==> src/source/cpu_cfg_pkg.sv <==
// Core-wide sizing constants
// Data width, reorder buffer size and reservation station depth

package cpu_cfg_pkg;

    // ----------------------------------------
    // Datapath
    // ----------------------------------------
    // Integer register width
    localparam int unsigned XLEN = 32;

    // ----------------------------------------
    // Reorder buffer
    // ----------------------------------------
    // Number of in-flight instructions
    localparam int unsigned ROB_DEPTH = 16;
    // Bits of a ROB index
    localparam int unsigned ROB_IDX_LEN = $clog2(ROB_DEPTH);

    // ----------------------------------------
    // Reservation stations
    // ----------------------------------------
    // Entries in the operand-only station (power of two)
    localparam int unsigned RS_DEPTH = 4;

endpackage

==> src/source/expipe_pkg.sv <==
// Execution pipeline types
// ROB index, exception codes, CDB payload and arbiter priority

package expipe_pkg;

    // Reorder buffer entry index
    typedef logic [cpu_cfg_pkg::ROB_IDX_LEN-1:0] rob_idx_t;

    // Exception causes carried on the CDB
    typedef enum logic [3:0] {
        E_NONE    = 4'h0,
        E_ILLEGAL = 4'h2,
        E_UNKNOWN = 4'hf
    } except_code_t;

    // One result on the common data bus
    typedef struct packed {
        rob_idx_t                     rob_idx;
        logic [cpu_cfg_pkg::XLEN-1:0] res_value;
        // Secondary result word
        logic [cpu_cfg_pkg::XLEN-1:0] res_aux;
        logic                         except_raised;
        except_code_t                 except_code;
    } cdb_data_t;

    // Which CDB requester wins a tie
    typedef enum logic {
        PRIO_RS  = 1'b0,
        PRIO_EXT = 1'b1
    } prio_t;

endpackage

==> src/source/issue_if.sv <==
// Issue handshake between the issue stage and the station
// One instruction with its first source operand and destination

`timescale 1ns/1ns

interface issue_if;
    // Handshake
    logic                         valid;
    logic                         ready;

    // Operand state and destination
    logic                         rs1_ready;
    expipe_pkg::rob_idx_t         rs1_idx;
    logic [cpu_cfg_pkg::XLEN-1:0] rs1_value;
    expipe_pkg::rob_idx_t         dest_idx;

    // Issue stage side
    modport src (output valid, output rs1_ready, output rs1_idx,
                 output rs1_value, output dest_idx, input ready);
    // Station side
    modport dst (input valid, input rs1_ready, input rs1_idx,
                 input rs1_value, input dest_idx, output ready);
endinterface

==> src/source/cdb_if.sv <==
// Common data bus result channel
// One result with valid/ready handshake and a snooping view

`timescale 1ns/1ns

interface cdb_if;
    logic                  valid;
    logic                  ready;
    expipe_pkg::cdb_data_t data;

    // Producer of results
    modport src (output valid, output data, input ready);
    // Consumer that accepts results
    modport dst (input valid, input data, output ready);
    // Snooper that only watches transfers
    modport mon (input valid, input ready, input data);
endinterface

==> src/source/modn_counter.sv <==
// Modulo-N counter
// Synchronous clear and enable with terminal count flag

`timescale 1ns/1ns

module modn_counter #(
    parameter int unsigned N = 4
) (
    input  logic                 clk_i,
    input  logic                 rst_n_i,
    input  logic                 en_i,
    input  logic                 clr_i,
    output logic [$clog2(N)-1:0] count_o,
    output logic                 tc_o
);

    localparam int unsigned CW = $clog2(N);
    // Last value before wrapping
    localparam logic [CW-1:0] LAST = CW'(N - 1);

    assign tc_o = (count_o == LAST);

    always_ff @(posedge clk_i or negedge rst_n_i) begin
        if (!rst_n_i) begin
            count_o <= '0;
        end else if (clr_i) begin
            // Clear wins over enable
            count_o <= '0;
        end else if (en_i) begin
            count_o <= tc_o ? '0 : count_o + CW'(1);
        end
    end

endmodule

==> src/source/issue_stage.sv <==
// Issue stage holding register
// One-entry buffer in front of the operand-only station
// Captures a pending operand from the CDB while it waits

`timescale 1ns/1ns

module issue_stage (
    input  logic                         clk_i,
    input  logic                         rst_n_i,
    input  logic                         flush_i,
    input  logic                         issue_valid_i,
    output logic                         issue_ready_o,
    input  logic                         rs1_ready_i,
    input  expipe_pkg::rob_idx_t         rs1_idx_i,
    input  logic [cpu_cfg_pkg::XLEN-1:0] rs1_value_i,
    input  expipe_pkg::rob_idx_t         dest_idx_i,
    issue_if.src                         iss,
    cdb_if.mon                           bcast
);

    // Held instruction
    logic                         hold_valid;
    logic                         hold_rs1_ready;
    expipe_pkg::rob_idx_t         hold_rs1_idx;
    logic [cpu_cfg_pkg::XLEN-1:0] hold_rs1_value;
    expipe_pkg::rob_idx_t         hold_dest_idx;

    logic bcast_ok;
    logic hold_hit;
    logic in_hit;
    logic push;
    logic leave;

    // ----------------------------------------
    // Operand wakeup
    // ----------------------------------------
    // Only accepted results without exception may wake
    assign bcast_ok = bcast.valid && bcast.ready && !bcast.data.except_raised;
    // Match for the held entry
    assign hold_hit = bcast_ok && hold_valid && !hold_rs1_ready &&
                      (bcast.data.rob_idx == hold_rs1_idx);
    // Match for an instruction arriving this cycle
    assign in_hit = bcast_ok && !rs1_ready_i && (bcast.data.rob_idx == rs1_idx_i);

    // ----------------------------------------
    // Handshakes
    // ----------------------------------------
    assign leave         = hold_valid && iss.ready;
    // Free slot or slot emptying now
    assign issue_ready_o = !hold_valid || iss.ready;
    assign push          = issue_valid_i && issue_ready_o;

    // Offer with this cycle's broadcast merged in
    assign iss.valid     = hold_valid;
    assign iss.rs1_ready = hold_rs1_ready || hold_hit;
    assign iss.rs1_value = hold_hit ? bcast.data.res_value : hold_rs1_value;
    assign iss.rs1_idx   = hold_rs1_idx;
    assign iss.dest_idx  = hold_dest_idx;

    // Status bits
    always_ff @(posedge clk_i or negedge rst_n_i) begin
        if (!rst_n_i) begin
            hold_valid     <= 1'b0;
            hold_rs1_ready <= 1'b0;
        end else if (flush_i) begin
            hold_valid     <= 1'b0;
            hold_rs1_ready <= 1'b0;
        end else if (push) begin
            hold_valid     <= 1'b1;
            hold_rs1_ready <= rs1_ready_i || in_hit;
        end else if (leave) begin
            hold_valid     <= 1'b0;
        end else if (hold_hit) begin
            hold_rs1_ready <= 1'b1;
        end
    end

    // Payload
    always_ff @(posedge clk_i) begin
        if (push) begin
            hold_rs1_idx   <= rs1_idx_i;
            hold_dest_idx  <= dest_idx_i;
            hold_rs1_value <= in_hit ? bcast.data.res_value : rs1_value_i;
        end else if (hold_hit) begin
            hold_rs1_value <= bcast.data.res_value;
        end
    end

    // Stalled entry is never replaced by a new one
    a_hold_kept: assert property (
        @(posedge clk_i) disable iff (!rst_n_i)
        hold_valid && !iss.ready && !flush_i |=> hold_valid && $stable(hold_dest_idx)
    );

endmodule

==> src/source/op_only_rs.sv <==
// Operand-only reservation station
// In-order circular FIFO of waiting instructions
// Snoops the CDB for operands and releases the head result

`timescale 1ns/1ns

module op_only_rs #(
    parameter int unsigned RS_DEPTH = cpu_cfg_pkg::RS_DEPTH
) (
    input  logic clk_i,
    input  logic rst_n_i,
    input  logic flush_i,
    issue_if.dst iss,
    cdb_if.mon   bcast,
    cdb_if.src   res
);

    localparam int unsigned IDX_W = $clog2(RS_DEPTH);

    // Entry status
    logic [RS_DEPTH-1:0]          ent_valid;
    logic [RS_DEPTH-1:0]          ent_ready;
    // Entry payload
    expipe_pkg::rob_idx_t         ent_rs1_idx   [RS_DEPTH];
    logic [cpu_cfg_pkg::XLEN-1:0] ent_rs1_value [RS_DEPTH];
    expipe_pkg::rob_idx_t         ent_dest_idx  [RS_DEPTH];

    // Ring pointers
    logic [IDX_W-1:0]             head_idx;
    logic [IDX_W-1:0]             tail_idx;

    logic                         bcast_ok;
    logic                         push;
    logic                         pop;
    logic [RS_DEPTH-1:0]          wake;

    // ----------------------------------------
    // Snooping
    // ----------------------------------------
    assign bcast_ok = bcast.valid && bcast.ready && !bcast.data.except_raised;

    // Per entry operand match
    always_comb begin
        for (int i = 0; i < RS_DEPTH; i++) begin
            wake[i] = bcast_ok && ent_valid[i] && !ent_ready[i] &&
                      (ent_rs1_idx[i] == bcast.data.rob_idx);
        end
    end

    // ----------------------------------------
    // Handshakes
    // ----------------------------------------
    // Room as long as the tail slot is free
    assign iss.ready = !ent_valid[tail_idx];
    assign push      = iss.valid && iss.ready;
    // Head with its operand is a finished result
    assign res.valid = ent_valid[head_idx] && ent_ready[head_idx];
    assign pop       = res.valid && res.ready;

    // Status bits
    always_ff @(posedge clk_i or negedge rst_n_i) begin
        if (!rst_n_i) begin
            ent_valid <= '0;
            ent_ready <= '0;
        end else if (flush_i) begin
            ent_valid <= '0;
            ent_ready <= '0;
        end else begin
            for (int i = 0; i < RS_DEPTH; i++) begin
                if (wake[i]) begin
                    ent_ready[i] <= 1'b1;
                end
            end
            // Offered operand already holds this cycle's broadcast
            if (push) begin
                ent_valid[tail_idx] <= 1'b1;
                ent_ready[tail_idx] <= iss.rs1_ready;
            end
            if (pop) begin
                ent_valid[head_idx] <= 1'b0;
            end
        end
    end

    // Payload
    always_ff @(posedge clk_i) begin
        for (int i = 0; i < RS_DEPTH; i++) begin
            if (wake[i]) begin
                ent_rs1_value[i] <= bcast.data.res_value;
            end
        end
        if (push) begin
            ent_rs1_idx[tail_idx]   <= iss.rs1_idx;
            ent_rs1_value[tail_idx] <= iss.rs1_value;
            ent_dest_idx[tail_idx]  <= iss.dest_idx;
        end
    end

    // ----------------------------------------
    // Pointers
    // ----------------------------------------
    // Wrap flags not needed for the ring
    modn_counter #(.N(RS_DEPTH)) head_counter (
        .clk_i   (clk_i),
        .rst_n_i (rst_n_i),
        .en_i    (pop),
        .clr_i   (flush_i),
        .count_o (head_idx),
        .tc_o    ()
    );

    modn_counter #(.N(RS_DEPTH)) tail_counter (
        .clk_i   (clk_i),
        .rst_n_i (rst_n_i),
        .en_i    (push),
        .clr_i   (flush_i),
        .count_o (tail_idx),
        .tc_o    ()
    );

    // Result is a plain move of the operand
    always_comb begin
        res.data               = '0;
        res.data.rob_idx       = ent_dest_idx[head_idx];
        res.data.res_value     = ent_rs1_value[head_idx];
        res.data.res_aux       = '0;
        res.data.except_raised = 1'b0;
        res.data.except_code   = expipe_pkg::E_NONE;
    end

    // Push lands on a free slot of a consistent ring
    a_push_free: assert property (
        @(posedge clk_i) disable iff (!rst_n_i)
        push |-> !ent_valid[tail_idx] && ((tail_idx != head_idx) || (ent_valid == '0))
    );

    // Offered result holds still until the arbiter takes it
    a_res_stable: assert property (
        @(posedge clk_i) disable iff (!rst_n_i)
        res.valid && !res.ready && !flush_i |=> res.valid && $stable(res.data)
    );

endmodule

==> src/source/cdb_arbiter.sv <==
// CDB arbiter
// Round-robin choice between the station and the external unit
// Drives the winner onto the broadcast bus

`timescale 1ns/1ns

module cdb_arbiter (
    input  logic                  clk_i,
    input  logic                  rst_n_i,
    cdb_if.dst                    rs_res,
    input  logic                  ext_valid_i,
    output logic                  ext_ready_o,
    input  expipe_pkg::cdb_data_t ext_data_i,
    cdb_if.src                    bcast
);

    // Source favoured on a tie
    expipe_pkg::prio_t prio_q;

    logic sel_rs;
    logic sel_ext;

    // ----------------------------------------
    // Selection
    // ----------------------------------------
    // Station wins when alone or when it holds priority
    assign sel_rs  = rs_res.valid &&
                     (!ext_valid_i || (prio_q == expipe_pkg::PRIO_RS));
    assign sel_ext = ext_valid_i && !sel_rs;

    // Bus driven straight from the requests
    assign bcast.valid = rs_res.valid || ext_valid_i;
    assign bcast.data  = sel_rs ? rs_res.data : ext_data_i;

    // Grant only while the bus accepts
    assign rs_res.ready = sel_rs && bcast.ready;
    assign ext_ready_o  = sel_ext && bcast.ready;

    // Served source drops to low priority
    always_ff @(posedge clk_i or negedge rst_n_i) begin
        if (!rst_n_i) begin
            prio_q <= expipe_pkg::PRIO_RS;
        end else if (rs_res.ready) begin
            prio_q <= expipe_pkg::PRIO_EXT;
        end else if (ext_ready_o) begin
            prio_q <= expipe_pkg::PRIO_RS;
        end
    end

    // Never two grants in one cycle
    a_one_grant: assert property (
        @(posedge clk_i) disable iff (!rst_n_i)
        !(rs_res.ready && ext_ready_o)
    );

endmodule

==> src/source/op_only_cluster.sv <==
// Operand-only reservation station cluster
// Issue stage, station and CDB arbiter behind plain ports

`timescale 1ns/1ns

module op_only_cluster (
    input  logic                         clk_i,
    input  logic                         rst_n_i,
    input  logic                         flush_i,
    // Issue side
    input  logic                         issue_valid_i,
    output logic                         issue_ready_o,
    input  logic                         rs1_ready_i,
    input  expipe_pkg::rob_idx_t         rs1_idx_i,
    input  logic [cpu_cfg_pkg::XLEN-1:0] rs1_value_i,
    input  expipe_pkg::rob_idx_t         dest_idx_i,
    // External unit results
    input  logic                         ext_valid_i,
    output logic                         ext_ready_o,
    input  expipe_pkg::cdb_data_t        ext_data_i,
    // CDB out
    output logic                         cdb_valid_o,
    input  logic                         cdb_ready_i,
    output expipe_pkg::cdb_data_t        cdb_data_o
);

    issue_if iss_if ();
    cdb_if   rs_res_if ();
    cdb_if   bcast_if ();

    // Broadcast bus leaves the cluster and is snooped inside
    assign bcast_if.ready = cdb_ready_i;
    assign cdb_valid_o    = bcast_if.valid;
    assign cdb_data_o     = bcast_if.data;

    issue_stage u_issue_stage (
        .clk_i         (clk_i),
        .rst_n_i       (rst_n_i),
        .flush_i       (flush_i),
        .issue_valid_i (issue_valid_i),
        .issue_ready_o (issue_ready_o),
        .rs1_ready_i   (rs1_ready_i),
        .rs1_idx_i     (rs1_idx_i),
        .rs1_value_i   (rs1_value_i),
        .dest_idx_i    (dest_idx_i),
        .iss           (iss_if.src),
        .bcast         (bcast_if.mon)
    );

    op_only_rs #(.RS_DEPTH(cpu_cfg_pkg::RS_DEPTH)) u_op_only_rs (
        .clk_i   (clk_i),
        .rst_n_i (rst_n_i),
        .flush_i (flush_i),
        .iss     (iss_if.dst),
        .bcast   (bcast_if.mon),
        .res     (rs_res_if.src)
    );

    cdb_arbiter u_cdb_arbiter (
        .clk_i       (clk_i),
        .rst_n_i     (rst_n_i),
        .rs_res      (rs_res_if.dst),
        .ext_valid_i (ext_valid_i),
        .ext_ready_o (ext_ready_o),
        .ext_data_i  (ext_data_i),
        .bcast       (bcast_if.src)
    );

endmodule

==> config.mk <==
export PLATFORM = sky130hd
export DESIGN_NAME = op_only_cluster
export DESIGN_NICKNAME = d
export VERILOG_FILES = /design/src/source/cpu_cfg_pkg.sv /design/src/source/expipe_pkg.sv /design/src/source/issue_if.sv /design/src/source/cdb_if.sv /design/src/source/modn_counter.sv /design/src/source/issue_stage.sv /design/src/source/op_only_rs.sv /design/src/source/cdb_arbiter.sv /design/src/source/op_only_cluster.sv
export SDC_FILE = /design/constraint.sdc
export NUM_CORES = 1
export LEC_CHECK = 0
export BUFFER_PORTS_ARGS = -buffer_cell sky130_fd_sc_hd__buf_4
export CAP_MARGIN = 10
export CORE_MARGIN = 5
export CORE_UTILIZATION = 58
export CTS_BUF_LIST = sky130_fd_sc_hd__clkbuf_16
export CTS_CLUSTER_SIZE = 24
export DETAILED_ROUTE_END_ITERATION = 8
export PLACE_DENSITY = 0.82
export SYNTH_ARGS = -nofsm -noshare
export SYNTH_HDL_FRONTEND = slang
export SYNTH_HIERARCHICAL = 1
export SYNTH_SLANG_ARGS = --single-unit
==> constraint.sdc <==
create_clock -name clk_i -period 5.9 [get_ports clk_i]
set_clock_uncertainty 0.15 [all_clocks]
set_input_delay 0.295 -clock clk_i [delete_from_list [all_inputs] [get_ports clk_i]]
set_output_delay 0.295 -clock clk_i [all_outputs]
set_load 0.02 [all_outputs]
==> results of run 1 <==
-- cell usage in the layout (no fill, tap or decap), types with 13 or more instances in the layout --
cell / count
a22oi_1: 32
buf_4: 205
clkbuf_16: 23
conb_1: 37
dfrtp_1: 13
dfxtp_1: 32
dlygate4sd3_1: 46
edfxtp_1: 168
mux2_2: 101
mux2_4: 99
mux4_2: 36
nand2_1: 132
nor2_1: 15
o21ai_0: 33
xor2_1: 15
-- registers in the layout, indices dropped and copies added (netlist names) --
name,count
u_op_only_rs/ent_valid,4
u_op_only_rs/ent_rs1_value,128
u_issue_stage/hold_rs1_value,32
u_issue_stage/iss.rs1_idx,4
u_op_only_rs/ent_ready,4
u_issue_stage/hold_rs1_ready,1
u_op_only_rs/tail_counter/count_o,2
u_op_only_rs/ent_dest_idx,16
u_issue_stage/iss.dest_idx,4
u_cdb_arbiter/prio_q,1
u_op_only_rs/head_counter/count_o,2
u_issue_stage/iss.valid,1
u_op_only_rs/ent_rs1_idx,16
-- area by class of cell --
cell class                 count  area, um2  area share, %
timing repair buffer         251       2000           13.6
tap                          275        344           2.35
sequential                   215       6070           41.4
clock buffer                  23        576           3.93
multi-input combinational    592       5470           37.3
inverter                       9       33.8          0.231
clock inverter                18        165           1.13
-- metal layers --
metal | share of wire, % | vias up | global-route usage [%] | wire length, um
met5 | 0 | - | 0 | 0
met4 | 3.5 | 0 | 9.29 | 1020
met3 | 7.2 | 66 | 3.28 | 2120
met2 | 50 | 333 | 42.1 | 14600
met1 | 39 | 3905 | 30.2 | 11500
li1 | - | 3621 | - | -
-- power groups by stage --
stage / combinational, mW / clock [mW] / sequential, mW
2_1_floorplan: 0.405 / 0 / 1.78
3_3_place_gp: 0.551 / 0 / 1.79
3_5_place_dp: 0.565 / 0 / 1.79
4_1_cts: 0.598 / 1.45 / 1.76
5_1_grt: 0.645 / 1.52 / 1.77
6_report: 0.600 / 1.43 / 1.76
-- through the flow --
step / instances / setup slack [ns]
2_1_floorplan: 907 / 1.65
3_5_place_dp: 1296 / 1.52
5_1_grt: 1383 / 1.30
3_3_place_gp: 1296 / 1.65
4_1_cts: 1383 / 1.50
6_report: 1383 / 1.49
-- worst min-delay path by stage --
stage	from	to	slack, ns	depth (start not counted)
6_report	rst_n_i	u_op_only_rs/ent_ready[0]	0.03	2
3_5_place_dp	rst_n_i	u_op_only_rs/ent_ready[0]	0.02	1
4_1_cts	rst_n_i	u_op_only_rs/ent_ready[2]	0.04	2
2_1_floorplan	rst_n_i	u_cdb_arbiter/prio_q	-0.15	0
3_3_place_gp	rst_n_i	u_op_only_rs/ent_ready[0]	0.02	1
5_1_grt	rst_n_i	u_op_only_rs/ent_ready[3]	0.07	2
-- logic make-up after synthesis --
logic type | synth area share [%]
AOI/OAI and AO/OA | 5.01
xor gates and xnor gates | 1.73
adders and majority gates | 0.205
buffers and inverters | 6.83
DFF | 49.8
muxes | 28.6
other | 0.0308
and+or+nand+nor | 7.87
-- synthesized netlist by cell type (3+ instances only) --
library cell | number | area share [%]
edfxtp_1 | 168 | 41
nand2_1 | 133 | 4.1
mux2_2 | 101 | 9.3
mux2_4 | 99 | 12
buf_4 | 38 | 2.3
mux4_2 | 36 | 6.7
o21ai_0 | 34 | 1.4
a22oi_1 | 32 | 2.0
dfxtp_1 | 32 | 5.3
buf_2 | 17 | 0.70
dfrtp_1 | 15 | 3.1
nor2_1 | 15 | 0.46
xor2_1 | 15 | 1.1
buf_6 | 13 | 1.2
a21oi_1 | 11 | 0.45
buf_12 | 11 | 1.8
inv_1 | 9 | 0.28
xnor2_1 | 9 | 0.65
nand2b_1 | 6 | 0.31
clkbuf_1 | 5 | 0.15
a211oi_1 | 4 | 0.25
and3_1 | 4 | 0.21
clkbuf_2 | 4 | 0.16
nand3_1 | 4 | 0.16
nor3_1 | 4 | 0.16
a21oi_2 | 3 | 0.22
nand4_1 | 3 | 0.15
-- critical path, cell delays in order, from the launching register on --
cell	delay [ns]
dfrtp_1	0.44
nand2_1	0.07
o21ai_0	0.20
inv_1	0.08
a21oi_1	0.29
a21boi_4	0.40
mux2_2	0.49
xor2_1	0.20
nor3_4	0.30
nand2_4	0.11
nor2_8	0.68
mux2_2	0.45
mux2_2	0.28
==> results.toml, run 1 <==
[status]
status = "complete, no violations"

[placement]
place_area_um2 = 13500
portBuffers = 195
place_congestion = 0.851
hpwl_mm = 17.4

[layout]
fill_cells = 1431
syn_to_final_growth_pct = 20.3
nNetsFinal = 1214
num_antenna_cells = 0
finish.utilization_pct = 70.4
fin_area_um2 = 14700
drive_gt1_share_pct = 45.6

[sta]
finalCritPeriodShare_pct = 74.7
tns_ns = 0
min_period_ns = 4.41
final-max-slew-violation-count = 0
hold_viol_final = 0
max_freq_mhz = 227
finalSetupViolations = 0
grt_setup_unrepaired = "no"
holdWs_ns = 0.0343
tightest_slew_ns = 1.18
relSlewSlack_pct = 21.0

[routing]
dr.pass1.iters = 5
num_vias = 7925
detail_route.vias_per_cell = 5.73
drc = 0
first_iter_violations = 650
wire_per_inst_um = 21.2
routed_wl_mm = 29.3
drtAntennaViolNets = 0

[run]
maxCapViolCount = 0

[logic_synthesis]
ys_types = 59
synth_seq_area_share_pct = 49.8
synth_edf_count = 168
syn_inst = 871
ys_seq_elements = 215
yosys_warnings = 6
postSynthAreaPerCell_um2 = 14.0
async_flop_share_pct = 6.98
synth_flop_cell = "edfxtp_1"
syn_area_um2 = 12200

[global_route]
overflow = 0
grt_pass1_vias = 8303
grt_max_degree = 50
grt.total_usage_pct = 24.0
antenna_found_initial = 0
grt_pass1_wl_mm = 45.7

[critical_path]
ff2ff_path_depth = 12
critPathRequiredTime_ns = 6.00
crit_path_start_kind = "register"
reg2reg_slack_ns = 1.49
crit_path_end = "u_op_only_rs/ent_rs1_value[0][28]"
crit_path_end_kind = "register"
worstReg2RegStart = "u_op_only_rs/ent_valid[1]"
timing.rr.end = "u_op_only_rs/ent_rs1_value[0][28]"
crit_type = "register to register"
crit_start = "u_op_only_rs/ent_valid[1]"
cp_max_fo = 33
cp.arrival_ns = 4.51

[clock_tree]
cts_resized = 0
cts_root_buffer = "clkbuf_16"
clk_pin_slew_ns = 0.06
clk_latency_ns = 0.50
cts_tree = "done"
holdBufCountCts = 46
post_cts_buffers = 0
clkSinkCount = 215
htreeDepth = 1
cts_buffers = 23
cts-root-to-sink-buffers = 3

[power_and_ir_drop]
p_total_mw = 3.80
p_switching_mw = 0.919
ir_drop_v = 0.000233
p_per_area_nw_per_um2 = 259
p_leak_nw = 5.83
p_clk_share_pct = 37.7
p_int_mw = 2.88
sw_frac_of_total_pct = 24.2
p_seq_share_pct = 46.4
combPwrFrac_pct = 15.8

[floorplanning]
die_y_um = 155
rows = 53
fp.dieW_um = 155
core_um2 = 20800
io_pins = 196
dieArea_um2 = 24000
initial_core_util_pct = 58.5

[worst_hold_path]
hold_path.class = "input pin to asynchronous set/reset pin"
No activity file was read; power rests on OpenSTA's default activity.
==> inputs of run 2 (changes only) <==
CORE_UTILIZATION = 52   (was 58)
PLACE_DENSITY = 0.77   (was 0.82)
clock period = 3.81 ns   (was 5.9 ns; I/O delays follow)
==> results.toml, run 2 (synthesis gave the netlist of run 1 again) <==
[floorplanning]
rows = 56
initial_core_util_pct = 52.4
dieArea_um2 = 26600
core_um2 = 23300
io_pins = 196
fp.dieW_um = 163
die_y_um = 163

[sta]
tightest_slew_ns = 1.20
final-max-slew-violation-count = 0
min_period_ns = 3.67
finalCritPeriodShare_pct = 96.4
max_freq_mhz = 272
tns_ns = 0
finalSetupViolations = 0
hold_viol_final = 0
relSlewSlack_pct = 19.6

[routing]
dr.pass1.iters = 4
num_vias = 8114
drtAntennaViolNets = 0
routed_wl_mm = 31.0
drc = 0
first_iter_violations = 657
wire_per_inst_um = 20.8
detail_route.vias_per_cell = 5.44

[layout]
fill_cells = 1654
final_cell_count_no_fill = 1491
finish.utilization_pct = 66.1
drive_gt1_share_pct = 45.5
num_antenna_cells = 0
final_common_cell = "buf_4"
largestRegisters = "u_op_only_rs/ent_rs1_value: 128 flops, u_issue_stage/hold_rs1_value: 32 flops"
syn_to_final_growth_pct = 26.3
nNetsFinal = 1277
regMostFlops = "u_op_only_rs/ent_rs1_value"
largest_register_ffs = 128
final_cell_mix = "buf_4, edfxtp_1, nand2_1"

[placement]
portBuffers = 195
place_congestion = 0.799
placedCellCount = 1362
hpwl_mm = 18.7

[worst_hold_path]
hold_path.class = "input pin to register"
hold_path_depth = 4

[power_and_ir_drop]
combPwrFrac_pct = 16.7
p_switching_mw = 1.45
p_per_area_nw_per_um2 = 385
p_int_mw = 4.47
sw_frac_of_total_pct = 24.5
p_total_mw = 5.92
p_seq_share_pct = 46.1
p_clk_share_pct = 37.2
ir_drop_v = 0.000368
p_leak_nw = 6.15

[clock_tree]
cts_tree = "done"
cts_buffers = 24
clk_latency_ns = 0.52
cts_root_buffer = "clkbuf_16"
cts-root-to-sink-buffers = 3
clkSinkCount = 215
clk_pin_slew_ns = 0.06
htreeDepth = 1

[critical_path]
cp_max_fo = 11
crit_path_end_kind = "register"
crit_path_start_kind = "register"
critPathRequiredTime_ns = 3.91
crit_type = "register to register"
cp.arrival_ns = 3.78
ff2ff_path_depth = 13

[global_route]
grt.total_usage_pct = 22.6
overflow = 0
grt_pass1_vias = 8558
grt_max_degree = 36
grt_pass1_wl_mm = 47.6
antenna_found_initial = 0

[status]
status = "complete, no violations"

[run]
maxCapViolCount = 0
run 2: final timing paths:
path	startpoint	endpoint	slack, ns
worst max-delay path	u_op_only_rs/head_counter/count_o[1]	u_op_only_rs/ent_rs1_value[2][4]	0.14
worst min-delay path	rs1_ready_i	u_issue_stage/hold_rs1_ready	0.05
min in group asynchronous	rst_n_i	u_cdb_arbiter/prio_q	0.72
max in group asynchronous	rst_n_i	u_op_only_rs/head_counter/count_o[0]	2.22
worst max register to register	u_op_only_rs/head_counter/count_o[1]	u_op_only_rs/ent_rs1_value[2][4]	0.14
worst min register to register	u_issue_stage/hold_rs1_value[30]	u_issue_stage/hold_rs1_value[30]	0.32
run 2: layout make-up:
type	instances	area (um2)	share of cell area, %
flip-flops and latches	215	6070	39.5
multi-input cells	593	5510	35.8
repair buffers	312	2620	17.1
clock buffers	24	601	3.91
well taps	319	399	2.60
clock inverters	19	148	0.960
inverters	9	33.8	0.220
run 2: power by group through the flow:
| stage | logic (mW) | clock network (mW) | registers [mW] |
|---|---|---|---|
| final | 0.988 | 2.20 | 2.73 |
| after global routing | 1.06 | 2.34 | 2.74 |
| after CTS | 0.965 | 2.23 | 2.73 |
| after detailed placement | 0.893 | 0 | 2.77 |
| after global placement | 0.871 | 0 | 2.77 |
| after floorplan | 0.627 | 0 | 2.75 |
run 2: layer usage:
layer | track usage, % | routed length, um
met1 | 29.6 | 12200
met2 | 39.9 | 15700
met3 | 3.46 | 2430
met4 | 5.49 | 711
met5 | 0 | 0
run 2: critical path: stages (launching register included):
cell	delay (ns)
dfrtp_2	0.43
o21ai_0	0.21
inv_1	0.08
a21oi_1	0.19
a21boi_4	0.30
buf_4	0.17
mux2_4	0.31
xor2_1	0.17
nor3_4	0.25
nand2_4	0.11
nor2_8	0.12
buf_4	0.27
mux2_4	0.35
mux2_1	0.30
run 2: through the flow:
stage | hold slack, ns | instance area (um2) | setup slack (ns)
6_report | 0.0500 | 15400 | 0.137
5_1_grt | 0.0619 | 15400 | -0.0408
4_1_cts | 0.00966 | 15300 | -0.00195
3_5_place_dp | -0.0841 | 13700 | 0.0144
3_3_place_gp | -0.0847 | 13700 | 0.147
2_1_floorplan | -0.255 | 12300 | 0.00355
run 2: timing repair:
action	4_1_cts	5_1_grt
pin swaps	0	2
hold buffers	79	0
setup buffers	0	6
gates cloned	0	1
gates resized for setup	1	5
endpoints found under the setup margin	30	158
hold endpoints to repair	91	0
